## src/source/mbox_consts.svh

```systemverilog
`ifndef MBOX_CONSTS_SVH
`define MBOX_CONSTS_SVH

// bus geometry
`define MBOX_DATA_W       32          // one bus word
`define MBOX_ADDR_W       8           // byte address, ten word registers fit easily

// message fifo
`define MBOX_DEPTH        8           // words per direction
`define MBOX_USAGE_W      4           // holds 0 .. depth

// register map
`define MBOX_NUM_REGS     10

// fixed read values
`define MBOX_MBOXW_RDVAL  32'hFEEDC0DE // mailbox write reg is write only
`define MBOX_EMPTY_RDVAL  32'hFEEDDEAD // returned on read of an empty mailbox

`endif

```

## src/source/mbox_pkg.sv

```systemverilog
`include "mbox_consts.svh"

package mbox_pkg;

  typedef logic [`MBOX_DATA_W-1:0]  data_t;  // one bus word
  typedef logic [`MBOX_ADDR_W-1:0]  addr_t;  // byte address
  typedef logic [`MBOX_USAGE_W-1:0] usage_t; // fifo fill count

  // word index into the register map
  typedef enum logic [3:0] {
    MBOXW  = 4'd0, // push a message
    MBOXR  = 4'd1, // pop a message
    STATUS = 4'd2,
    ERROR  = 4'd3, // clear on read
    WIRQT  = 4'd4, // write side threshold
    RIRQT  = 4'd5, // read side threshold
    IRQS   = 4'd6, // write one to clear
    IRQEN  = 4'd7,
    IRQP   = 4'd8, // status and enable
    CTRL   = 4'd9  // flush strobes
  } reg_e;

  typedef enum logic [1:0] {
    OKAY   = 2'd0,
    SLVERR = 2'd2
  } resp_e;

  // r channel beat, data first then resp
  typedef struct packed {
    data_t data;
    resp_e resp;
  } r_beat_t;

endpackage

```

## src/source/mbox_fifo.sv

```systemverilog
`timescale 1ns/1ps
`include "mbox_consts.svh"

module mbox_fifo #(
  parameter int unsigned DEPTH = `MBOX_DEPTH
) (
  input  logic             clk_i,
  input  logic             rst_i,
  input  logic             flush_i, // drops every stored word
  input  logic             push_i,
  input  mbox_pkg::data_t  data_i,
  input  logic             pop_i,
  output mbox_pkg::data_t  data_o,  // head word, valid while usage_o != 0
  output mbox_pkg::usage_t usage_o
);
  import mbox_pkg::*;

  localparam int unsigned PTR_W = (DEPTH > 1) ? $clog2(DEPTH) : 1;

  data_t            mem_q [DEPTH];          // message storage
  logic [PTR_W-1:0] wr_ptr_q, rd_ptr_q;
  usage_t           count_q;
  logic             do_push, do_pop;        // flush overrides both

  assign do_push = push_i & ~flush_i;
  assign do_pop  = pop_i & ~flush_i;

  // ----------------------------------------
  // pointers and fill count
  always_ff @(posedge clk_i) begin
    if (rst_i || flush_i) begin
      wr_ptr_q <= '0;
      rd_ptr_q <= '0;
      count_q  <= '0;
    end else begin
      if (do_push) begin
        wr_ptr_q <= (wr_ptr_q == PTR_W'(DEPTH - 1)) ? '0 : wr_ptr_q + 1'b1; // wrap
      end
      if (do_pop) begin
        rd_ptr_q <= (rd_ptr_q == PTR_W'(DEPTH - 1)) ? '0 : rd_ptr_q + 1'b1;
      end
      case ({do_push, do_pop})
        2'b10:   count_q <= count_q + 1'b1;
        2'b01:   count_q <= count_q - 1'b1;
        default: count_q <= count_q; // both or neither
      endcase
    end
  end

  // storage, written only on a real push
  always_ff @(posedge clk_i) begin
    if (do_push) begin
      mem_q[wr_ptr_q] <= data_i;
    end
  end

  assign data_o  = mem_q[rd_ptr_q]; // show head without a pop
  assign usage_o = count_q;

  // ----------------------------------------
  // the port logic must check fill level before touching the fifo
  a_no_overflow : assert property (@(posedge clk_i) disable iff (rst_i)
    push_i |-> (count_q != usage_t'(DEPTH)))
    else $error("mbox_fifo push while full");

  a_no_underflow : assert property (@(posedge clk_i) disable iff (rst_i)
    pop_i |-> (count_q != '0))
    else $error("mbox_fifo pop while empty");

endmodule

```

## src/source/mbox_port_regs.sv

```systemverilog
`timescale 1ns/1ps
`include "mbox_consts.svh"

module mbox_port_regs (
  input  logic              clk_i,
  input  logic              rst_i,
  // write address and data
  input  logic              awvalid_i,
  output logic              awready_o,
  input  mbox_pkg::addr_t   awaddr_i,
  input  logic              wvalid_i,
  output logic              wready_o,
  input  mbox_pkg::data_t   wdata_i,
  // read address
  input  logic              arvalid_i,
  output logic              arready_o,
  input  mbox_pkg::addr_t   araddr_i,
  // b and r response slices
  output logic              b_valid_o,
  output mbox_pkg::resp_e   b_resp_o,
  input  logic              b_ready_i,
  output logic              r_valid_o,
  output mbox_pkg::r_beat_t r_beat_o,
  input  logic              r_ready_i,
  // message fifos
  input  mbox_pkg::usage_t  w_usage_i, // fifo this port writes
  input  mbox_pkg::usage_t  r_usage_i, // fifo this port reads
  input  mbox_pkg::data_t   r_head_i,
  output logic              push_o,
  output mbox_pkg::data_t   push_data_o,
  output logic              pop_o,
  output logic              w_flush_o,
  output logic              r_flush_o,
  output logic              irq_o       // level, active high
);
  import mbox_pkg::*;

  localparam int unsigned IDX_W = `MBOX_ADDR_W - 2; // word index width

  logic [IDX_W-1:0] w_idx, r_idx;
  logic             w_hit, r_hit;     // index inside the map
  reg_e             w_reg, r_reg;
  logic             w_acc, r_acc;     // request taken this cycle
  logic             r_empty, w_full;
  logic             wr_err, rd_err;   // push to full, pop from empty
  logic [3:0]       status;
  logic [1:0]       error_q, error_d; // bit0 read empty, bit1 write full
  usage_t           wirqt_q, wirqt_d;
  usage_t           rirqt_q, rirqt_d;
  logic [2:0]       irqs_q,  irqs_d;  // bit0 write thr, bit1 read thr, bit2 error
  logic [2:0]       irqen_q, irqen_d;
  logic [2:0]       irqp;

  // threshold write, saturates at depth - 1 so a full fifo still fires
  function automatic usage_t clamp_thr(data_t val);
    if (val >= data_t'(`MBOX_DEPTH)) begin
      return usage_t'(`MBOX_DEPTH - 1);
    end
    return usage_t'(val);
  endfunction

  // ----------------------------------------
  // decode and handshake
  assign w_idx = awaddr_i[`MBOX_ADDR_W-1:2];
  assign r_idx = araddr_i[`MBOX_ADDR_W-1:2];
  assign w_hit = (w_idx < IDX_W'(`MBOX_NUM_REGS));
  assign r_hit = (r_idx < IDX_W'(`MBOX_NUM_REGS));
  assign w_reg = reg_e'(w_idx[3:0]);
  assign r_reg = reg_e'(r_idx[3:0]);

  // aw and w are taken together, only when the b slice has room
  assign w_acc     = awvalid_i & wvalid_i & b_ready_i;
  assign awready_o = w_acc;
  assign wready_o  = w_acc;
  assign b_valid_o = w_acc;
  assign r_acc     = arvalid_i & r_ready_i;
  assign arready_o = r_acc;
  assign r_valid_o = r_acc;

  // fifo state as seen by this port
  assign r_empty = (r_usage_i == '0);
  assign w_full  = (w_usage_i == usage_t'(`MBOX_DEPTH));
  assign status  = {r_usage_i > rirqt_q, w_usage_i > wirqt_q, w_full, r_empty};

  assign wr_err = w_acc & w_hit & (w_reg == MBOXW) & w_full;
  assign rd_err = r_acc & r_hit & (r_reg == MBOXR) & r_empty;

  assign push_data_o = wdata_i;   // full word, no strobes
  assign irqp        = irqs_q & irqen_q;
  assign irq_o       = |irqp;

  // ----------------------------------------
  // register access
  always_comb begin
    b_resp_o  = OKAY;
    r_beat_o  = '{data: '0, resp: OKAY};
    push_o    = 1'b0;
    pop_o     = 1'b0;
    w_flush_o = 1'b0;
    r_flush_o = 1'b0;
    error_d   = error_q;
    wirqt_d   = wirqt_q;
    rirqt_d   = rirqt_q;
    irqs_d    = irqs_q;
    irqen_d   = irqen_q;

    // read side, clears happen here
    if (r_acc) begin
      if (!r_hit) begin
        r_beat_o.resp = SLVERR; // out of map, data stays zero
      end else begin
        unique case (r_reg)
          MBOXW:  r_beat_o.data = `MBOX_MBOXW_RDVAL;
          MBOXR: begin
            if (!r_empty) begin
              r_beat_o.data = r_head_i;
              pop_o         = 1'b1;
            end else begin
              r_beat_o.data = `MBOX_EMPTY_RDVAL;
              r_beat_o.resp = SLVERR;
            end
          end
          STATUS: r_beat_o.data = data_t'(status);
          ERROR: begin
            r_beat_o.data = data_t'(error_q);
            error_d       = '0;          // clear on read
          end
          WIRQT:  r_beat_o.data = data_t'(wirqt_q);
          RIRQT:  r_beat_o.data = data_t'(rirqt_q);
          IRQS:   r_beat_o.data = data_t'(irqs_q);
          IRQEN:  r_beat_o.data = data_t'(irqen_q);
          IRQP:   r_beat_o.data = data_t'(irqp);
          default: ;                     // ctrl reads zero
        endcase
      end
    end

    // write side
    if (w_acc) begin
      if (!w_hit) begin
        b_resp_o = SLVERR;
      end else begin
        unique case (w_reg)
          MBOXW: begin
            if (!w_full) push_o = 1'b1;
            else         b_resp_o = SLVERR;
          end
          WIRQT:  wirqt_d = clamp_thr(wdata_i);
          RIRQT:  rirqt_d = clamp_thr(wdata_i);
          IRQS:   irqs_d  = irqs_q & ~wdata_i[2:0]; // write one to clear
          IRQEN:  irqen_d = wdata_i[2:0];
          CTRL: begin
            w_flush_o = wdata_i[0];
            r_flush_o = wdata_i[1];
          end
          default: ;                     // read only, ignored
        endcase
      end
    end

    // sets last, a set in the clearing cycle wins
    if (status[2]) irqs_d[0] = 1'b1;
    if (status[3]) irqs_d[1] = 1'b1;
    if (rd_err) begin
      error_d[0] = 1'b1;
      irqs_d[2]  = 1'b1;
    end
    if (wr_err) begin
      error_d[1] = 1'b1;
      irqs_d[2]  = 1'b1;
    end
  end

  always_ff @(posedge clk_i) begin
    if (rst_i) begin
      error_q <= '0;
      wirqt_q <= '0;
      rirqt_q <= '0;
      irqs_q  <= '0;
      irqen_q <= '0;
    end else begin
      error_q <= error_d;
      wirqt_q <= wirqt_d;
      rirqt_q <= rirqt_d;
      irqs_q  <= irqs_d;
      irqen_q <= irqen_d;
    end
  end

  // a threshold at depth could never be exceeded by the fill count
  a_thr_below_depth : assert property (@(posedge clk_i) disable iff (rst_i)
    (wirqt_q < usage_t'(`MBOX_DEPTH)) && (rirqt_q < usage_t'(`MBOX_DEPTH)))
    else $error("mbox_port_regs threshold reached depth");

endmodule

```

## src/source/mbox_resp_slice.sv

```systemverilog
`timescale 1ns/1ps

module mbox_resp_slice #(
  parameter type beat_t = logic
) (
  input  logic  clk_i,
  input  logic  rst_i,
  // request side
  input  logic  valid_i,
  input  beat_t data_i,
  output logic  ready_o, // high only while empty
  // bus side
  output logic  valid_o,
  input  logic  ready_i,
  output beat_t data_o
);

  logic  full_q; // one beat held
  beat_t data_q; // held payload

  // ----------------------------------------
  // occupancy
  always_ff @(posedge clk_i) begin
    if (rst_i) begin
      full_q <= 1'b0;
    end else if (valid_i && !full_q) begin
      full_q <= 1'b1;       // capture
    end else if (ready_i) begin
      full_q <= 1'b0;       // beat taken by the master
    end
  end

  always_ff @(posedge clk_i) begin
    if (valid_i && !full_q) begin
      data_q <= data_i;
    end
  end

  // ready does not look at ready_i, so the bus ready never reaches the decode
  assign ready_o = ~full_q;
  assign valid_o = full_q;
  assign data_o  = data_q;

  // a stalled response must hold its payload and stay valid
  a_stable_beat : assert property (@(posedge clk_i) disable iff (rst_i)
    (valid_o && !ready_i) |=> (valid_o && $stable(data_o)))
    else $error("mbox_resp_slice beat changed while stalled");

endmodule

```

## src/source/mbox_top.sv

```systemverilog
`timescale 1ns/1ps
`include "mbox_consts.svh"

module mbox_top (
  input  logic              clk_i,
  input  logic              rst_i,
  // ---------------------------------------- port 0
  input  logic              awvalid_p0_i,
  output logic              awready_p0_o,
  input  mbox_pkg::addr_t   awaddr_p0_i,
  input  logic              wvalid_p0_i,
  output logic              wready_p0_o,
  input  mbox_pkg::data_t   wdata_p0_i,
  output logic              bvalid_p0_o,
  input  logic              bready_p0_i,
  output mbox_pkg::resp_e   bresp_p0_o,
  input  logic              arvalid_p0_i,
  output logic              arready_p0_o,
  input  mbox_pkg::addr_t   araddr_p0_i,
  output logic              rvalid_p0_o,
  input  logic              rready_p0_i,
  output mbox_pkg::data_t   rdata_p0_o,
  output mbox_pkg::resp_e   rresp_p0_o,
  // ---------------------------------------- port 1
  input  logic              awvalid_p1_i,
  output logic              awready_p1_o,
  input  mbox_pkg::addr_t   awaddr_p1_i,
  input  logic              wvalid_p1_i,
  output logic              wready_p1_o,
  input  mbox_pkg::data_t   wdata_p1_i,
  output logic              bvalid_p1_o,
  input  logic              bready_p1_i,
  output mbox_pkg::resp_e   bresp_p1_o,
  input  logic              arvalid_p1_i,
  output logic              arready_p1_o,
  input  mbox_pkg::addr_t   araddr_p1_i,
  output logic              rvalid_p1_o,
  input  logic              rready_p1_i,
  output mbox_pkg::data_t   rdata_p1_o,
  output mbox_pkg::resp_e   rresp_p1_o,
  output logic [1:0]        irq_o       // one level irq per port
);
  import mbox_pkg::*;

  // per port, index is the port
  logic [1:0] b_valid, b_ready, r_valid, r_ready;
  resp_e      b_resp [2];
  r_beat_t    r_beat [2];
  r_beat_t    r_out  [2];   // slice outputs, split onto rdata/rresp
  logic [1:0] push, pop, w_flush, r_flush;
  data_t      push_data [2];
  // per fifo, 0 is a (port 0 to port 1), 1 is b
  usage_t     usage [2];
  data_t      head  [2];

  mbox_port_regs i_port_0 (
    .clk_i, .rst_i,
    .awvalid_i   (awvalid_p0_i), .awready_o (awready_p0_o), .awaddr_i (awaddr_p0_i),
    .wvalid_i    (wvalid_p0_i),  .wready_o  (wready_p0_o),  .wdata_i  (wdata_p0_i),
    .arvalid_i   (arvalid_p0_i), .arready_o (arready_p0_o), .araddr_i (araddr_p0_i),
    .b_valid_o   (b_valid[0]),   .b_resp_o  (b_resp[0]),    .b_ready_i (b_ready[0]),
    .r_valid_o   (r_valid[0]),   .r_beat_o  (r_beat[0]),    .r_ready_i (r_ready[0]),
    .w_usage_i   (usage[0]),     .r_usage_i (usage[1]),     .r_head_i  (head[1]),
    .push_o      (push[0]),      .push_data_o (push_data[0]), .pop_o   (pop[0]),
    .w_flush_o   (w_flush[0]),   .r_flush_o (r_flush[0]),   .irq_o     (irq_o[0])
  );

  mbox_port_regs i_port_1 (
    .clk_i, .rst_i,
    .awvalid_i   (awvalid_p1_i), .awready_o (awready_p1_o), .awaddr_i (awaddr_p1_i),
    .wvalid_i    (wvalid_p1_i),  .wready_o  (wready_p1_o),  .wdata_i  (wdata_p1_i),
    .arvalid_i   (arvalid_p1_i), .arready_o (arready_p1_o), .araddr_i (araddr_p1_i),
    .b_valid_o   (b_valid[1]),   .b_resp_o  (b_resp[1]),    .b_ready_i (b_ready[1]),
    .r_valid_o   (r_valid[1]),   .r_beat_o  (r_beat[1]),    .r_ready_i (r_ready[1]),
    .w_usage_i   (usage[1]),     .r_usage_i (usage[0]),     .r_head_i  (head[0]),
    .push_o      (push[1]),      .push_data_o (push_data[1]), .pop_o   (pop[1]),
    .w_flush_o   (w_flush[1]),   .r_flush_o (r_flush[1]),   .irq_o     (irq_o[1])
  );

  // fifo a, written by port 0, drained by port 1
  mbox_fifo #(.DEPTH(`MBOX_DEPTH)) i_fifo_a (
    .clk_i, .rst_i,
    .flush_i (w_flush[0] | r_flush[1]), // either side may flush
    .push_i  (push[0]),
    .data_i  (push_data[0]),
    .pop_i   (pop[1]),
    .data_o  (head[0]),
    .usage_o (usage[0])
  );

  // fifo b, the reverse direction
  mbox_fifo #(.DEPTH(`MBOX_DEPTH)) i_fifo_b (
    .clk_i, .rst_i,
    .flush_i (w_flush[1] | r_flush[0]),
    .push_i  (push[1]),
    .data_i  (push_data[1]),
    .pop_i   (pop[0]),
    .data_o  (head[1]),
    .usage_o (usage[1])
  );

  // ---------------------------------------- response slices
  mbox_resp_slice #(.beat_t(resp_e)) i_b_slice_0 (
    .clk_i, .rst_i,
    .valid_i (b_valid[0]), .data_i (b_resp[0]), .ready_o (b_ready[0]),
    .valid_o (bvalid_p0_o), .ready_i (bready_p0_i), .data_o (bresp_p0_o)
  );

  mbox_resp_slice #(.beat_t(resp_e)) i_b_slice_1 (
    .clk_i, .rst_i,
    .valid_i (b_valid[1]), .data_i (b_resp[1]), .ready_o (b_ready[1]),
    .valid_o (bvalid_p1_o), .ready_i (bready_p1_i), .data_o (bresp_p1_o)
  );

  mbox_resp_slice #(.beat_t(r_beat_t)) i_r_slice_0 (
    .clk_i, .rst_i,
    .valid_i (r_valid[0]), .data_i (r_beat[0]), .ready_o (r_ready[0]),
    .valid_o (rvalid_p0_o), .ready_i (rready_p0_i), .data_o (r_out[0])
  );

  mbox_resp_slice #(.beat_t(r_beat_t)) i_r_slice_1 (
    .clk_i, .rst_i,
    .valid_i (r_valid[1]), .data_i (r_beat[1]), .ready_o (r_ready[1]),
    .valid_o (rvalid_p1_o), .ready_i (rready_p1_i), .data_o (r_out[1])
  );

  // r beat onto the loose bus ports
  assign rdata_p0_o = r_out[0].data;
  assign rresp_p0_o = r_out[0].resp;
  assign rdata_p1_o = r_out[1].data;
  assign rresp_p1_o = r_out[1].resp;

endmodule

```

## config.mk

```make
export PLATFORM = sky130hd
export DESIGN_NAME = mbox_top
export DESIGN_NICKNAME = d
export VERILOG_FILES = /design/src/source/mbox_pkg.sv /design/src/source/mbox_fifo.sv /design/src/source/mbox_port_regs.sv /design/src/source/mbox_resp_slice.sv /design/src/source/mbox_top.sv
export VERILOG_INCLUDE_DIRS = /design/src /design/src/source
export SDC_FILE = /design/constraint.sdc
export NUM_CORES = 1
export LEC_CHECK = 0
export ABC_CLOCK_PERIOD_IN_PS = 5600
export BUFFER_PORTS_ARGS = -buffer_cell sky130_fd_sc_hd__buf_2
export CORE_MARGIN = 2
export CORE_UTILIZATION = 56
export CTS_BUF_LIST = sky130_fd_sc_hd__clkbuf_4 sky130_fd_sc_hd__clkbuf_8
export DETAILED_ROUTE_END_ITERATION = 10
export MAX_ROUTING_LAYER = met4
export PLACE_DENSITY = 0.89
export SKIP_CTS_REPAIR_TIMING = 1
export SYNTH_ARGS = -nofsm -noshare
export SYNTH_HDL_FRONTEND = slang
export SYNTH_SLANG_ARGS = --single-unit
```

## constraint.sdc

```tcl
create_clock -name clk_i -period 5.6 [get_ports clk_i]
set_clock_uncertainty 0.15 [all_clocks]
set_input_delay 0.84 -clock clk_i [delete_from_list [all_inputs] [get_ports clk_i]]
set_output_delay 0.84 -clock clk_i [all_outputs]
set_load 0.01 [all_outputs]
```

# Yosys cells after proc, flatten, opt, wreduce, memory -nomap -nowiden
# Memories as Yosys holds them, arrays and structs flattened. A register that Yosys moved wholly into a read port is not among the register bits.
# Index checks and enable logic that the tools add are counted.
# totals
mem_bits_rw	512
register_bits	128
input_bits	108
elab_cells	314
n_memories	2
# mem_list
name	depth	word_bits	read_ports	rd_clocked_by_memory_dff	write_ports	line	text
i_fifo_a.mem_q	8	32	1	1	1	mbox_fifo.sv:20	data_t mem_q [DEPTH];
i_fifo_b.mem_q	8	32	1	1	1	mbox_fifo.sv:20	
# classes
reduce_logical	76
magnitude_cmp	10
muxes	110
n_addsub	8
n_eq_ne	36
bitwise_logic	36
# ops
op	n
$pmux W32 S9	2
$mux W1	66
$eq A4 B3 Y1 const B	16
$ge A32 B4 Y1 const B	2
$mux W32	2
$reduce_and A3 Y1	20
$reduce_bool A2 Y1	30
$mux W3	14
$mux W2	18
$eq A4 B4 Y1 const B	6
$logic_not A4 Y1	6
$lt A6 B4 Y1 const B	4
$mux W4	6
$and A1 B1 Y1	22
$reduce_bool A3 Y1	6
$eq A4 B2 Y1 const B	4
$gt A4 B4 Y1	4
$pmux W4 S2	2
$add A3 B1 Y3 const B	4
$and A3 B3 Y3	4
$eq A3 B3 Y1 const B	4
$add A4 B1 Y4 const B	2
$eq A4 B1 Y1 const B	2
$sub A4 B1 Y4 const B	2
10 further kinds	28

# Depth between registers and ports, before layout
# depth
word_depth	9
ltp_mapped	15

# Cells and area by module
# From an unflattened synthesis, not the netlist that was laid out.
# hier_totals
hier_cells	1514
hier_area_um2	27223.6
# by_module_without_submodules
mod	cells_each	seq_area_each_um2	instances	area_each_um2
mbox_fifo	450	7947.6	2	10483.8
mbox_resp_slice (i_r_slice_0 ...)	39	1041.0	2	1067.3
mbox_port_regs (i_port_0)	262	320.3	1	2008.2
mbox_port_regs (i_port_1)	258	320.3	1	1888.1
mbox_resp_slice (i_b_slice_0 ...)	7	80.1	2	106.4
mbox_top	2	0.0	1	12.5

# Worst setup path after synthesis
# Ideal clock, no wire load.
# synth_timing
path_kind	input port to flip-flop
start	input port awvalid_p0_i
end	memory i_fifo_a.mem_q[1][0] (netlist bit), enable pin
required_time_ps	4937
cell_stages	7
arrival_time_ps	5511
path_slack_ps	-574
path_cell_list	nand3b_1 -> inv_1 -> nand3_1 -> nor3_2 -> or3b_1 -> buf_2 -> nor4b_1
# synth_via
elab_chain_cells	8
elab_cells_between_ends	9
cone_classes	mux: 4; bitwise: 5
# synth_rtl
item	line	text
start: declaration	mbox_top.sv:8	input logic awvalid_p0_i,
$and A1 B1 Y1 * (2 in series)	mbox_port_regs.sv:72	assign w_acc = awvalid_i & wvalid_i & b_ready_i;
via awready_p0_o	mbox_top.sv:9	output logic awready_p0_o,
$mux W1	mbox_port_regs.sv:139	if (w_acc) begin
$or A1 B1 Y1	mbox_top.sv:83	.flush_i (w_flush[0] | r_flush[1]),
$not A1 Y1	mbox_fifo.sv:25	assign do_push = push_i & ~flush_i;
$and A1 B1 Y1 *	mbox_fifo.sv:25	
$mux W1 *	mbox_fifo.sv:52	if (do_push) begin
$mux W1 (implied by the code) *	mbox_fifo.sv:53	mem_q[wr_ptr_q] <= data_i;
end: declaration	mbox_fifo.sv:20	
# Mark *: on every way through the listed nets, which the timed path passes. The rest lies on a longest branch.

# Worst setup path after layout
# layout_timing
start	input port araddr_p0_i[2]
end	register i_fifo_b.count_q[3] (netlist: i_fifo_b.usage_o[3])
# layout_via
elab_chain_cells	7
elab_cells_between_ends	10
cone_classes	order compare: 1; eq/ne: 3; mux: 4; bitwise: 1; reduce/logical: 1
# layout_rtl
item	line	text
start: declaration	mbox_top.sv:19	input mbox_pkg::addr_t araddr_p0_i,
parallel branches: the longest is 2 deep, another holds $lt A6 B4 Y1	-	
$mux W1 *	mbox_port_regs.sv:109	if (!r_hit) begin
$mux W1 *	mbox_port_regs.sv:108	if (r_acc) begin
$and A1 B1 Y1 *	mbox_fifo.sv:26	assign do_pop = pop_i & ~flush_i;
$eq A2 B1 Y1 or $eq A2 B2 Y1 (tied branches)	mbox_fifo.sv:42	case ({do_push, do_pop})
$pmux W4 S2 or $reduce_bool A2 Y1 (tied branches)	-	
end signal: assignment	mbox_fifo.sv:43	2'b10: count_q <= count_q + 1'b1;
end signal: assignment	mbox_fifo.sv:44	2'b01: count_q <= count_q - 1'b1;
end signal: assignment	mbox_fifo.sv:45	default: count_q <= count_q;
end: declaration	mbox_fifo.sv:22	usage_t count_q;
# Every way passes the cells marked *.
# A chain may end at the register's enable or synchronous reset.

==> flow_metrics.py <==
metrics = {
    "outcome": {
        "outcome": "complete, no violations",
    },
    "grt": {
        "grt_pass1_wl_um": 88200,
        "grt_usage": 0.259,
        "antenna_found_initial": 0,
        "grt_overflow_total": 0,
        "grt_max_degree": 48,
        "grt_pass1_vias": 15100,
    },
    "floorplanning": {
        "coreArea_mm2": 0.0454,
        "die-area_mm2": 0.0477,
        "core.rowCount": 78,
        "ios": 192,
        "start_util": 0.568,
        "chipHeight_um": 218,
        "die_width_um": 218,
    },
    "final_layout": {
        "final_util": 0.646,
        "drive_gt1_frac": 0.308,
        "fillCellCount": 2851,
        "finish.instance_area_mm2": 0.0293,
        "syn_to_final_growth_pct": 13.9,
        "nets": 1798,
        "fin_cells": 2342,
    },
    "power": {
        "powerDensity_mw_per_mm2": 317,
        "p_leak_nw": 9.53,
        "irDropWorstVdd_mv": 0.262,
    },
    "hold_path": {
        "hold_path.class": "in -> reg",
        "min_from": "rready_p1_i",
        "hold_depth": 2,
        "worstHoldEndpoint": "i_r_slice_1.valid_o",
    },
    "critical_path": {
        "rr_endpoint": "i_fifo_a.usage_o[3]",
        "crit_fanout": 21,
        "crit_chain": "buf_2, nor4b_2, nand4_1, buf_4, nand2b_1, nor2_1, ha_1, or3b_2, a211o_1, a21oi_1, xnor2_1, nor3_1",
        "reg2reg_from": "i_fifo_a.usage_o[1]",
        "end_kind": "flip-flop",
        "worstRegToRegCells": 9,
        "r2r_slack_ns": 1.83,
        "crit_path_start_kind": "primary input",
        "path_class": "in -> reg",
        "crit_arrival_ns": 4.36,
        "slowest_stage": "nor4b_2",
        "critPathBufInv": 2,
        "critical_path.top_delay_family": "simple AND/OR/NAND/NOR gates",
        "required_ns": 5.99,
        "cpPeakStageDelay_ns": 0.55,
    },
    "sta": {
        "worst_pin_slew_ns": 0.950,
        "hold_viol": 0,
        "period_share": 0.710,
        "grt_setup_unrepaired": "false",
        "max_freq_mhz": 251,
        "setup_viol": 0,
        "min_period_ns": 3.98,
        "drv_slew": 0,
        "max-slew-margin-rel": 0.367,
    },
    "logic_synthesis": {
        "postSynthAreaPerCell_um2": 18.0,
        "synth-main-ff-cell": "edfxtp_1",
        "synth_edf_count": 580,
        "netlist_top_cells_count": "edfxtp_1 (580), mux4_2 (129), nor2_1 (71)",
        "post_synth_instance_area_mm2": 0.0258,
        "synth_cell_types": 63,
        "yosysTopAreaCellShare": 0.676,
        "synthTopCellsByArea": "edfxtp_1 (68%), mux4_2 (11%), dfxtp_1 (4.8%)",
        "yosysWarnings": 0,
        "synth.most_common_cell": "edfxtp_1",
        "ys_ff_latch": 642,
        "yosys.area.top_type": "edfxtp_1",
        "syn_inst": 1430,
        "ys_async_sr_fraction": 0,
        "ys_seq_area_frac": 0.724,
    },
    "route": {
        "first_iter_violations": 1488,
        "ant_nets": 0,
        "drc_errors": 0,
        "drtPass1Iterations": 5,
        "routedWlPerCell_um": 25.4,
        "avgViaCountPerCell": 6.32,
        "vias": 14800,
        "wl_um": 59400,
    },
    "clock_network": {
        "cts-htree-levels": 3,
        "cts_buffers": 99,
        "root_buffer": "clkbuf_8",
        "cts_sinks": 642,
        "clkTransAtPathRegs_ns": 0.06,
        "clk_latency_ns": 0.69,
        "clockBufferDepth": 3,
        "cts_tree": "built",
    },
    "placed_design": {
        "dpl.hpwl_um": 35500,
        "dp_cells": 2159,
        "port_buffers": 179,
        "gp_congestion": 0.889,
        "dpl-instance-area_mm2": 0.0274,
    },
    "job": {
        "maxCapViolCount": 0,
    },
}
## final cells by class
class,count,area (um2),area share
clock inverters,45,279,0.00951
multi-input cells,682,6750,0.230
flip-flops and latches,642,18700,0.637
clock buffers,134,1650,0.0563
inverters,27,101,0.00346
repair buffers,208,1110,0.0380
well taps,600,751,0.0256
diodes,4,10.0,0.000341
## cell usage in the layout, fill, tap and decap left out, types with 25 or more instances in the layout
| master | instances |
|---|---|
| nor3_1 | 25 |
| inv_1 | 27 |
| clkinv_1 | 29 |
| a21oi_1 | 61 |
| mux4_2 | 129 |
| mux2i_1 | 70 |
| ha_1 | 30 |
| clkbuf_8 | 103 |
| dfxtp_1 | 56 |
| nand2_1 | 33 |
| o21ai_0 | 33 |
| edfxtp_1 | 580 |
| nor2_1 | 68 |
| buf_4 | 29 |
| buf_2 | 179 |
| clkbuf_4 | 31 |
## flip-flops by register name, summed over array words and instances, names as in the netlist, 4 cells and up, named ones only
register / cells
i_port_0.wirqt_q: 4
i_port_0.rirqt_q: 4
i_fifo_a.usage_o: 4
i_r_slice_1.data_o: 33
i_r_slice_0.data_o: 33
i_fifo_b.mem_q: 256
i_port_1.rirqt_q: 4
i_fifo_b.usage_o: 4
i_port_1.wirqt_q: 4
i_fifo_a.mem_q: 256
## power breakdown
group          switching, W  internal [W]
Sequential        0.0000130       0.00525
Combinational      0.000165     0.0000660
Clock               0.00179       0.00201
Total               0.00197       0.00732
## logic make-up after synthesis
group | synth area share
xor gates and xnor gates | 0.00340
and+or+nand+nor | 0.0552
buffers and inverters | 0.0190
DFF | 0.724
muxes | 0.143
other | 0.000146
adders and majority gates | 0.0146
AOI/OAI and AO/OA | 0.0407
## metrics by stage
| stage | hold WS, ns | worst slack, ns | power [W] | TNS, ns |
|---|---|---|---|---|
| global route | 0.195 | 1.45 | 0.00954 | 0 |
| floorplan | 0.290 | -0.574 | 0.00544 | -58.08 |
| CTS | 0.181 | 1.74 | 0.00934 | 0 |
| finish | 0.230 | 1.62 | 0.00929 | 0 |
| detailed placement | 0.312 | 1.00 | 0.00558 | 0 |
| global placement | 0.306 | 1.16 | 0.00557 | 0 |
## metal layers
metal,share of wire,track usage,vias to the layer above,wire [um]
met3,0.097,0.0548,181,5750
met2,0.51,0.422,931,30300
met4,0.040,0.124,0,2390
met5,0,-,-,0
met1,0.35,0.310,7431,21000
li1,-,-,6258,-
## worst max-delay path by stage
stage                   start              endpoint  slack, ns  depth (start not counted)
4_1_cts        araddr_p0_i[2]   i_fifo_b.usage_o[3]       1.74                         12
3_5_place_dp   araddr_p0_i[2]   i_fifo_b.usage_o[3]       1.00                         12
5_1_grt        araddr_p0_i[2]   i_fifo_b.usage_o[3]       1.45                         12
3_3_place_gp   araddr_p0_i[2]   i_fifo_b.usage_o[3]       1.16                         12
6_report       araddr_p0_i[2]   i_fifo_b.usage_o[3]       1.62                         12
2_1_floorplan    awvalid_p0_i  i_fifo_a.mem_q[1][0]      -0.57                          7
Note: power is estimated with default switching activity, not from simulation.
